--- src/verilog/exec_pkg.sv ---
/*
  Shared widths, opcode encoding and stage payload structs for the
  execute, memory and writeback back end. Every RTL module imports it.
*/
`default_nettype none

package exec_pkg;

  // Datapath and storage sizes
  localparam int WORD_WIDTH = 32;
  localparam int REG_INDEX_WIDTH = 3;
  localparam int MEM_INDEX_WIDTH = 4;

  // Issue queue size, also the issuer's credits after reset
  localparam int QUEUE_DEPTH = 4;
  localparam int QUEUE_PTR_WIDTH = $clog2(QUEUE_DEPTH);

  // Retire slots owned after reset, and counter width for both credit kinds
  localparam int RETIRE_CREDITS = 2;
  localparam int CREDIT_WIDTH = 3;

  typedef enum logic [3:0] {
    OP_ADD   = 4'd0,
    OP_SUB   = 4'd1,
    OP_AND   = 4'd2,
    OP_OR    = 4'd3,
    OP_XOR   = 4'd4,
    OP_SLT   = 4'd5,  // signed compare
    OP_ADDI  = 4'd6,
    OP_LOAD  = 4'd7,
    OP_STORE = 4'd8
  } opcode_t;

  // Decoded operation as it arrives on the issue port and sits in the queue
  typedef struct packed {
    opcode_t                    op;
    logic [REG_INDEX_WIDTH-1:0] rd;
    logic [REG_INDEX_WIDTH-1:0] rs1;
    logic [REG_INDEX_WIDTH-1:0] rs2;
    logic [WORD_WIDTH-1:0]      imm;
  } issue_op_t;

  // Contents of the execute to memory register
  typedef struct packed {
    logic                       valid;
    logic                       mem_read;
    logic                       mem_write;
    logic                       reg_write;
    logic [REG_INDEX_WIDTH-1:0] rd;
    logic [WORD_WIDTH-1:0]      alu_result;
    logic [WORD_WIDTH-1:0]      store_data;
  } ex_mem_t;

  // Result of a finished op, used for writeback, retire and forwarding
  typedef struct packed {
    logic                       valid;
    logic                       reg_write;
    logic [REG_INDEX_WIDTH-1:0] rd;
    logic [WORD_WIDTH-1:0]      data;
  } retire_t;

endpackage

`default_nettype wire

--- src/verilog/exec_pipeline.sv ---
/*
  Top of the three-stage back end. Ops enter through the credit-controlled
  issue queue and leave on the retire port two cycles after launch.
*/
`timescale 1ns/1ps
`default_nettype none

module exec_pipeline (
  input  logic                clk,
  input  logic                rst_n,
  input  logic                issue_valid,
  input  exec_pkg::issue_op_t issue_op,
  input  logic                sink_credit,
  output logic                issue_credit,
  output exec_pkg::retire_t   retire
);

  import exec_pkg::*;

  issue_op_t                  head;
  logic                       head_valid;
  logic                       pop;
  logic [REG_INDEX_WIDTH-1:0] rs1_index;
  logic [REG_INDEX_WIDTH-1:0] rs2_index;
  logic [WORD_WIDTH-1:0]      rs1_data;
  logic [WORD_WIDTH-1:0]      rs2_data;
  ex_mem_t                    ex_next;
  ex_mem_t                    ex_mem;
  retire_t                    mem_result;

  issue_queue u_issue_queue (
    .clk          (clk),
    .rst_n        (rst_n),
    .push         (issue_valid),
    .push_op      (issue_op),
    .pop          (pop),
    .head         (head),
    .head_valid   (head_valid),
    .issue_credit (issue_credit)
  );

  // Register file sits beside execute, written from the writeback register
  register_file u_register_file (
    .clk        (clk),
    .rst_n      (rst_n),
    .rs1_index  (rs1_index),
    .rs2_index  (rs2_index),
    .rs1_data   (rs1_data),
    .rs2_data   (rs2_data),
    .write_port (retire)
  );

  execute_stage u_execute_stage (
    .clk         (clk),
    .rst_n       (rst_n),
    .head        (head),
    .head_valid  (head_valid),
    .sink_credit (sink_credit),
    .pop         (pop),
    .rs1_index   (rs1_index),
    .rs2_index   (rs2_index),
    .rs1_data    (rs1_data),
    .rs2_data    (rs2_data),
    .mem_result  (mem_result),
    .wb          (retire),
    .ex_next     (ex_next)
  );

  execution_registers u_execution_registers (
    .clk     (clk),
    .rst_n   (rst_n),
    .ex_next (ex_next),
    .ex_mem  (ex_mem)
  );

  // Writeback register drives the retire port directly
  memory_stage u_memory_stage (
    .clk        (clk),
    .rst_n      (rst_n),
    .ex_mem     (ex_mem),
    .mem_result (mem_result),
    .wb         (retire)
  );

endmodule

`default_nettype wire

--- src/verilog/execute_stage.sv ---
/*
  Execute stage: retire-credit tracking, launch of the queue head,
  operand forwarding from memory and writeback, and the ALU.
*/
`timescale 1ns/1ps
`default_nettype none

module execute_stage (
  input  logic                                 clk,
  input  logic                                 rst_n,
  input  exec_pkg::issue_op_t                  head,
  input  logic                                 head_valid,
  input  logic                                 sink_credit,
  output logic                                 pop,
  output logic [exec_pkg::REG_INDEX_WIDTH-1:0] rs1_index,
  output logic [exec_pkg::REG_INDEX_WIDTH-1:0] rs2_index,
  input  logic [exec_pkg::WORD_WIDTH-1:0]      rs1_data,
  input  logic [exec_pkg::WORD_WIDTH-1:0]      rs2_data,
  input  exec_pkg::retire_t                    mem_result,
  input  exec_pkg::retire_t                    wb,
  output exec_pkg::ex_mem_t                    ex_next
);

  import exec_pkg::*;

  logic [CREDIT_WIDTH-1:0] retire_credits;
  logic                    credits_full;
  logic [WORD_WIDTH-1:0]   operand_a;
  logic [WORD_WIDTH-1:0]   operand_b;
  logic [WORD_WIDTH-1:0]   alu_result;

  // Launch only when the consumer has room for the result
  assign pop          = head_valid && (retire_credits != '0);
  assign credits_full = &retire_credits;

  // Launch and grant in the same cycle cancel out
  always_ff @(posedge clk or negedge rst_n)
  begin
    if (!rst_n)
    begin
      retire_credits <= CREDIT_WIDTH'(RETIRE_CREDITS);
    end
    else if (sink_credit && !pop && !credits_full)
    begin
      retire_credits <= retire_credits + 1'b1;  // saturate rather than wrap
    end
    else if (pop && !sink_credit)
    begin
      retire_credits <= retire_credits - 1'b1;
    end
  end

  assign rs1_index = head.rs1;
  assign rs2_index = head.rs2;

  // Newest producer first: memory stage, then writeback, then the register file
  always_comb
  begin
    operand_a = rs1_data;
    if (mem_result.valid && mem_result.reg_write && (mem_result.rd != '0)
        && (mem_result.rd == head.rs1))
    begin
      operand_a = mem_result.data;
    end
    else if (wb.valid && wb.reg_write && (wb.rd != '0) && (wb.rd == head.rs1))
    begin
      operand_a = wb.data;
    end

    operand_b = rs2_data;
    if (mem_result.valid && mem_result.reg_write && (mem_result.rd != '0)
        && (mem_result.rd == head.rs2))
    begin
      operand_b = mem_result.data;
    end
    else if (wb.valid && wb.reg_write && (wb.rd != '0) && (wb.rd == head.rs2))
    begin
      operand_b = wb.data;
    end
  end

  always_comb
  begin
    case (head.op)
      OP_ADD:   alu_result = operand_a + operand_b;
      OP_SUB:   alu_result = operand_a - operand_b;
      OP_AND:   alu_result = operand_a & operand_b;
      OP_OR:    alu_result = operand_a | operand_b;
      OP_XOR:   alu_result = operand_a ^ operand_b;
      OP_SLT:   alu_result = {{(WORD_WIDTH-1){1'b0}}, $signed(operand_a) < $signed(operand_b)};
      // Immediate forms, also the load/store address
      OP_ADDI,
      OP_LOAD,
      OP_STORE: alu_result = operand_a + head.imm;
      default:  alu_result = '0;
    endcase
  end

  // Stores carry rs2 down to memory and write no register
  assign ex_next.valid      = pop;
  assign ex_next.mem_read   = (head.op == OP_LOAD);
  assign ex_next.mem_write  = (head.op == OP_STORE);
  assign ex_next.reg_write  = (head.op != OP_STORE);
  assign ex_next.rd         = head.rd;
  assign ex_next.alu_result = alu_result;
  assign ex_next.store_data = operand_b;

endmodule

`default_nettype wire

--- src/verilog/execution_registers.sv ---
/*
  Stage register between execute and memory. The payload loads only for
  a launched op; the valid bit tracks its input on every edge.
*/
`timescale 1ns/1ps
`default_nettype none

module execution_registers (
  input  logic              clk,
  input  logic              rst_n,
  input  exec_pkg::ex_mem_t ex_next,
  output exec_pkg::ex_mem_t ex_mem
);

  import exec_pkg::*;

  always_ff @(posedge clk or negedge rst_n)
  begin
    if (!rst_n)
    begin
      ex_mem <= '0;
    end
    else if (ex_next.valid)
    begin
      // Whole op moves forward
      ex_mem <= ex_next;
    end
    else
    begin
      // Bubble, old fields stay but are marked stale
      ex_mem.valid <= 1'b0;
    end
  end

endmodule

`default_nettype wire

--- src/verilog/issue_queue.sv ---
/*
  Four-entry FIFO between the external issuer and the execute stage.
  Each pop hands one issue credit back to the issuer.
*/
`timescale 1ns/1ps
`default_nettype none

module issue_queue (
  input  logic                clk,
  input  logic                rst_n,
  input  logic                push,
  input  exec_pkg::issue_op_t push_op,
  input  logic                pop,
  output exec_pkg::issue_op_t head,
  output logic                head_valid,
  output logic                issue_credit
);

  import exec_pkg::*;

  // Entry storage for queued ops
  issue_op_t entries [QUEUE_DEPTH];

  logic [QUEUE_PTR_WIDTH-1:0] wr_ptr;
  logic [QUEUE_PTR_WIDTH-1:0] rd_ptr;
  logic [CREDIT_WIDTH-1:0]    count;
  logic                       pop_accepted;

  // Oldest entry is always at the read pointer
  assign head         = entries[rd_ptr];
  assign head_valid   = (count != '0);
  assign pop_accepted = pop && head_valid;

  // Credit goes back in the same cycle the entry leaves
  assign issue_credit = pop_accepted;

  // The issuer never pushes without a credit, so a push never meets a full queue
  always_ff @(posedge clk)
  begin
    if (push)
    begin
      entries[wr_ptr] <= push_op;
    end
  end

  always_ff @(posedge clk or negedge rst_n)
  begin
    if (!rst_n)
    begin
      wr_ptr <= '0;
      rd_ptr <= '0;
      count  <= '0;
    end
    else
    begin
      // Pointers wrap naturally at the power-of-two depth
      if (push)
      begin
        wr_ptr <= wr_ptr + 1'b1;
      end
      if (pop_accepted)
      begin
        rd_ptr <= rd_ptr + 1'b1;
      end
      if (push && !pop_accepted)
      begin
        count <= count + 1'b1;
      end
      else if (!push && pop_accepted)
      begin
        count <= count - 1'b1;
      end
    end
  end

endmodule

`default_nettype wire

--- src/verilog/memory_stage.sv ---
/*
  Memory stage with a 16-word data memory. Forms the stage result from the
  ALU value or load data, and registers it as writeback and retire.
*/
`timescale 1ns/1ps
`default_nettype none

module memory_stage (
  input  logic              clk,
  input  logic              rst_n,
  input  exec_pkg::ex_mem_t ex_mem,
  output exec_pkg::retire_t mem_result,
  output exec_pkg::retire_t wb
);

  import exec_pkg::*;

  logic [WORD_WIDTH-1:0]      mem [2**MEM_INDEX_WIDTH];
  logic [MEM_INDEX_WIDTH-1:0] word_index;
  logic                       store_en;

  // Word address is the low bits of rs1 + imm
  assign word_index = ex_mem.alu_result[MEM_INDEX_WIDTH-1:0];
  assign store_en   = ex_mem.valid && ex_mem.mem_write;

  always_ff @(posedge clk or negedge rst_n)
  begin
    if (!rst_n)
    begin
      for (int i = 0; i < 2**MEM_INDEX_WIDTH; i++)
      begin
        mem[i] <= '0;
      end
    end
    else if (store_en)
    begin
      mem[word_index] <= ex_mem.store_data;
    end
  end

  // Combinational result, also the newest forwarding source for execute
  assign mem_result.valid     = ex_mem.valid;
  assign mem_result.reg_write = ex_mem.reg_write;
  assign mem_result.rd        = ex_mem.rd;
  assign mem_result.data      = ex_mem.mem_read ? mem[word_index] : ex_mem.alu_result;

  // Writeback register, valid for exactly one cycle per op
  always_ff @(posedge clk or negedge rst_n)
  begin
    if (!rst_n)
    begin
      wb <= '0;
    end
    else
    begin
      wb <= mem_result;
    end
  end

endmodule

`default_nettype wire

--- src/verilog/register_file.sv ---
/*
  Eight 32-bit integer registers with two combinational read ports.
  Written from the writeback register; x0 always reads zero.
*/
`timescale 1ns/1ps
`default_nettype none

module register_file (
  input  logic                                 clk,
  input  logic                                 rst_n,
  input  logic [exec_pkg::REG_INDEX_WIDTH-1:0] rs1_index,
  input  logic [exec_pkg::REG_INDEX_WIDTH-1:0] rs2_index,
  output logic [exec_pkg::WORD_WIDTH-1:0]      rs1_data,
  output logic [exec_pkg::WORD_WIDTH-1:0]      rs2_data,
  input  exec_pkg::retire_t                    write_port
);

  import exec_pkg::*;

  logic [WORD_WIDTH-1:0] regs [2**REG_INDEX_WIDTH];
  logic                  write_en;

  // x0 is never written
  assign write_en = write_port.valid && write_port.reg_write && (write_port.rd != '0);

  always_ff @(posedge clk or negedge rst_n)
  begin
    if (!rst_n)
    begin
      for (int i = 0; i < 2**REG_INDEX_WIDTH; i++)
      begin
        regs[i] <= '0;
      end
    end
    else if (write_en)
    begin
      regs[write_port.rd] <= write_port.data;
    end
  end

  // Same-cycle writes are not bypassed here, execute forwards from wb instead
  assign rs1_data = (rs1_index == '0) ? '0 : regs[rs1_index];
  assign rs2_data = (rs2_index == '0) ? '0 : regs[rs2_index];

endmodule

`default_nettype wire
--- config.mk ---
export PLATFORM = sky130hd
export DESIGN_NAME = exec_pipeline
export DESIGN_NICKNAME = d
export VERILOG_FILES = /design/src/verilog/exec_pkg.sv /design/src/verilog/exec_pipeline.sv /design/src/verilog/execute_stage.sv /design/src/verilog/execution_registers.sv /design/src/verilog/issue_queue.sv /design/src/verilog/memory_stage.sv /design/src/verilog/register_file.sv
export SDC_FILE = /design/constraint.sdc
export NUM_CORES = 2
export LEC_CHECK = 0
export BUFFER_PORTS_ARGS = -buffer_cell sky130_fd_sc_hd__buf_2
export CAP_MARGIN = 20
export CORE_ASPECT_RATIO = 0.6
export CORE_UTILIZATION = 40
export CTS_BUF_LIST = sky130_fd_sc_hd__clkbuf_8
export DETAILED_ROUTE_END_ITERATION = 6
export RECOVER_POWER = 25
export SLEW_MARGIN = 20
export SYNTH_ARGS = -nofsm -noshare
export SYNTH_HDL_FRONTEND = slang
export SYNTH_SLANG_ARGS = --single-unit
--- constraint.sdc ---
create_clock -name clk -period 10.25 [get_ports clk]
set_input_delay 3.075 -clock clk [delete_from_list [all_inputs] [get_ports clk]]
set_output_delay 3.075 -clock clk [all_outputs]
set_load 0.02 [all_outputs]
-- Word level (Yosys, flattened, before mapping)
Memory sizes are Yosys's and may differ from the RTL's.
Index checks and enable logic that the tools add are counted.
- bits in registers: 886
- memories: 1
- bits in writable memories: 180
- logic and storage cells: 140
- bits of input ports: 49
- memories (name ; words ; width ; read ports ; clocked after memory_dff ; write ports ; line ; source):
    u_issue_queue.entries ; 4 ; 45 ; 1 ; 0 ; 1 ; issue_queue.sv:22 ; issue_op_t entries [QUEUE_DEPTH];
- eq/ne operators: 13
- multiplexer cells: 30
- order comparisons: 7
- bitwise gates (word level): 7
- add/sub/neg operators: 9
- reductions and logical operators: 34
- operator list (cell ; count):
    $bwmux 512 ; 1
    $mux 32 ; 15
    $bwmux 256 ; 1
    $pmux 32 s7 ; 1
    $bmux 32 s3 ; 2
    $bmux 32 s4 ; 1
    $demux 32 s4 ; 1
    $demux 32 s3 ; 1
    $add 32x32->32 ; 2
    $and 32x32->32 ; 1
    $lt 32x32->1 ; 1
    $or 32x32->32 ; 1
    $sub 32x32->32 ; 1
    $xor 32x32->32 ; 1
    $logic_and 1x1->1 ; 18
    $eq 4x3->1 const B ; 4
    $eq 3x3->1 ; 4
    $ge 4x4->1 const B ; 3
    $mux 3 ; 4
    $not 3->4 ; 3
    $reduce_bool 3->1 ; 4
    $eq 4x2->1 const B ; 2
    $add 3x1->3 const B ; 2
    $logic_not 3->1 ; 2
    other kinds (15) ; 24

-- Logic depth before layout (Yosys ltp)
An unclocked memory read counts as a cell.
- word-level depth: 10
- mapped depth: 25

-- Modules after synthesis
From an unflattened synthesis, not the netlist that was laid out.
- cells, all modules: 4014
- area total of the unflattened synthesis: 53455.0 µm²
- by module, submodules not included (module ; times used ; area an instance (µm²) ; cells each):
    memory_stage ; 1 ; 24617.4 ; 1695
    register_file ; 1 ; 11878.9 ; 874
    execute_stage ; 1 ; 7073.0 ; 1027
    issue_queue ; 1 ; 6906.6 ; 269
    execution_registers ; 1 ; 2979.1 ; 149

-- Worst setup path after synthesis
No wires, ideal clock.
- path type: reg2reg
- from: register u_execution_registers.ex_mem[32] (netlist name)
- to: register u_execution_registers.ex_mem[62] (netlist name)
- cell stages (with the launch flop): 21
- setup time: 0.130 ns
- buffers on the path: 2
- arrival time: 5.308 ns
- clock period less this slack: 5.439 ns
- data required time: 10.120 ns
- slack: 4.811 ns
- cells stage by stage: dfrtp_1 > clkbuf_1 > buf_1 > mux4_2 > mux4_2 > mux2i_1 > a21oi_1 > mux2_2 > ha_1 > inv_1 > fa_1 > nor2b_1 > o31a_1 > o31a_1 > o31ai_1 > o31ai_1 > o41a_1 > a211oi_1 > xnor2_1 > a221oi_1 > a21oi_1

==> flow_summary.toml <==
[status]
outcome = "complete, but fails checks"
violations = "capacitance limit, slew limit"

[detailed_routing]
totalWireLength_um = 147400
vias = 33367
drc = 0
drtAntennaViolNets = 0
via_per_inst = 5.867
first_pass_iters = 6
wl_per_cell_um = 25.91
drtIter0Drc = 2801

[setup_path]
critical_path.cell_chain = "clkbuf_1 -> mux4_2 -> mux2i_1 -> a21oi_1 -> mux2_2 -> ha_1 -> inv_1 -> fa_1 -> nor2b_1 -> o31a_1 -> o31a_1 -> o31ai_1 -> buf_4 -> o31ai_1 -> o41a_1 -> a211oi_1 -> xnor2_1 -> a221oi_1 -> a21oi_1"
r2r_start = "u_execution_registers.ex_mem[34]"
reg2reg_depth = 19
crit_path_top_delay_cell = "clkbuf_1"
cp-end-kind = "register"
cp_max_fo = 31
reg2reg_to = "u_execution_registers.ex_mem[62]"
arrival_ns = 9.20
cp.required_ns = 11.03
worst_setup_path_start_kind = "register"
worst_path_largest_cell_delay_ns = 2.29
crit_type = "reg -> reg"
r2r_slack_ns = 1.83

[sta]
skew_ns = 0.05437
worst_pin_slew_ns = 3.167
fin_tns_setup_ns = 0
min_period_ns = 8.424
report.final.hold_viol_count = 0
timing.hold.ws_ns = 0.4786
drv_slew = 301
rsz0062_at_grt = "no"
fmax_mhz = 118.7
max-slew-margin-rel_pct = -111.1
finalSetupViolCount = 0
fin_crit_sh_pct = 82.19

[global_route]
met2_usage_pct = 30.11
grt_max_degree = 182
met3_usage_pct = 7.972
grt-busiest-layer = "met1"
grtUsageMet1_pct = 34.10
gr-usage-all-layers_pct = 22.63
grt_pass1_vias = 33871
antenna_found_initial = 23
overflow = 0
grt_pass1_wl_um = 223300

[logic_synthesis]
synth-simple-area-share_pct = 3.601
synthesis.area_sq_um = 52320
ys_top_cells_by_area = "dfrtp_1, mux2_2, mux4_2"
synth_adder_area_share_pct = 3.310
synthCells = 3796
synth_compound_area_share_pct = 7.109
synthMuxAreaShare_pct = 30.90
synth-seq-cells = 1034
yosysUniqueCellTypes = 74
synth_nets = 3981
synth-edff-count = 180
synth_xor_area_share_pct = 0.9709
synth_top_area_cell = "dfrtp_1"
async_flop_share_pct = 82.59
synth_ff_type = "dfrtp_1"
yosysTopAreaCellShare_pct = 40.80
ys_warn_count = 0
yosysSeqAreaShare_pct = 51.18
avgSynthCellArea_sq_um = 13.78
synth_top_family_by_area = "multiplexers"

[cts]
clk_pin_slew_ns = 0.08
cts_setup_buffers = 0
cts_sinks = 1034
holdBufCountCts = 0
cts_max_path_buffers = 3
cts_max_level = 4
cts-root-buf = "clkbuf_8"
cts_tree = "built"
worstSkewPairLatency_ns = 0.92
cts_buffers = 152
cts_resized = 0

[floorplan]
start_util_pct = 40.43
io_pins = 87
die-height_um = 282.2
rows = 102
die_area_sq_um = 132300
coreArea_sq_um = 129400
die_w_um = 468.9

[placed_design]
io_buffers = 86
hpwl_um = 95560
placed_cell_area_sq_um = 54660
place.gp.congestion = 0.9661

[hold_path]
hold_depth = 2
min_path_type = "reg -> reg"
hold_path.startpoint = "u_execution_registers.ex_mem[37]"
holdPathEnd = "u_execution_registers.ex_mem[37]"

[final_layout]
fillers = 11713
final_area_sq_um = 57670
fin_nets = 4020
layout-drive-gt1-share_pct = 37.18
area_growth_pct = 10.21

[job]
maxCapViolCount = 10
==> cells in the final DEF, fill, tap and decap left out, drive strengths merged, types with 132 or more instances in the layout <==
| cell type | n |
|---|---|
| ha | 132 |
| mux2 | 840 |
| nand2 | 137 |
| clkbuf | 239 |
| mux4 | 261 |
| a21oi | 166 |
| nor2 | 150 |
| edfxtp | 180 |
| dfrtp | 853 |
| o21ai | 136 |
| inv | 176 |
==> worst max-delay path: cells and delay by family (launching register included) <==
| family | cells | cell delay [ns] |
|---|---|---|
| compound gates | 9 | 2.70 |
| xor+xnor | 1 | 0.15 |
| fa+ha+maj | 2 | 0.45 |
| buf+inv | 3 | 2.65 |
| flops | 1 | 0.80 |
| mux | 3 | 1.50 |
| simple gates | 1 | 0.07 |
==> Yosys cell counts, drive strengths merged (5+ instances only) <==
cell type and instances:
nand4 6, a21oi 166, nor2b 13, clkbuf 202, nand2b 20, a21o 22
nor3 45, a211oi 42, o31ai 7, and2 6, and3 7, o21ai 136
or3 8, inv 117, mux4 261, a311oi 6, o221ai 11, a31o 5
nand2 137, o21bai 6, and4 5, edfxtp 180, a31oi 7, nor2 150
a22o 6, a221o 31, mux2 840, o31a 5, o21a 9, o22ai 25
xor2 24, buf 74, mux2i 82, ha 132, xnor2 34, a221oi 48
dfrtp 853, nand3 13
==> registers in the layout, summed over array words and instances (netlist names) <==
register and cells:
u_execution_registers.ex_mem 71, u_memory_stage.mem 512, u_register_file.regs 224, u_execute_stage.retire_credits 3, u_memory_stage.wb 37, u_issue_queue.entries 180
u_issue_queue.rd_ptr 2, u_issue_queue.count 3, u_issue_queue.wr_ptr 2
==> routing by layer <==
metal	share of wire (%)	wire length [um]	vias to the layer above
met5	0.24	347	-
met4	2.0	2942	22
met3	9.5	13970	220
met2	40	58990	1137
met1	48	71100	17581
li1	-	-	14407
==> kinds of logic after synthesis <==
logic type,count (synthesis)
compound gates,568
xor+xnor,58
fa+ha+maj,136
buf+inv,394
flops,1034
mux,1183
simple gates,423
==> area by class of cell <==
| type | instances | area [sq um] | area share (%) |
|---|---|---|---|
| clock inverter | 91 | 581.8 | 1.009 |
| sequential | 1034 | 26790 | 46.46 |
| clock buffer | 182 | 2505 | 4.344 |
| tap | 1716 | 2147 | 3.723 |
| multi-input combinational | 2368 | 24200 | 41.97 |
| inverter | 118 | 442.9 | 0.7681 |
| antenna | 17 | 42.54 | 0.07377 |
| timing repair buffer | 161 | 954.7 | 1.656 |
==> metrics by stage <==
| step | utilization, % | cells | worst slack, ns |
|---|---|---|---|
| finish | 44.56 | 5687 | 1.826 |
| global route | 44.53 | 5672 | 1.410 |
| CTS | 44.63 | 5670 | 2.881 |
| detailed placement | 42.24 | 5397 | 2.899 |
| global placement | 42.24 | 5397 | 3.027 |
| floorplan | - | 3796 | 4.811 |
==> how the worst max path moves through the flow <==
stage	startpoint	cells after the start	to	slack (ns)
floorplan	u_execution_registers.ex_mem[32]	20	u_execution_registers.ex_mem[62]	4.81
global placement	u_issue_queue.rd_ptr[0]	19	u_execution_registers.ex_mem[61]	3.03
detailed placement	u_issue_queue.rd_ptr[1]	21	u_execution_registers.ex_mem[61]	2.90
CTS	u_issue_queue.rd_ptr[1]	21	u_execution_registers.ex_mem[61]	2.88
global route	u_execution_registers.ex_mem[34]	19	u_execution_registers.ex_mem[62]	1.41
finish	u_execution_registers.ex_mem[34]	19	u_execution_registers.ex_mem[62]	1.83
Power is left out: the tool's default activity adds up to more than one toggle a clock period on the data nets, which glitch-free logic cannot reach.
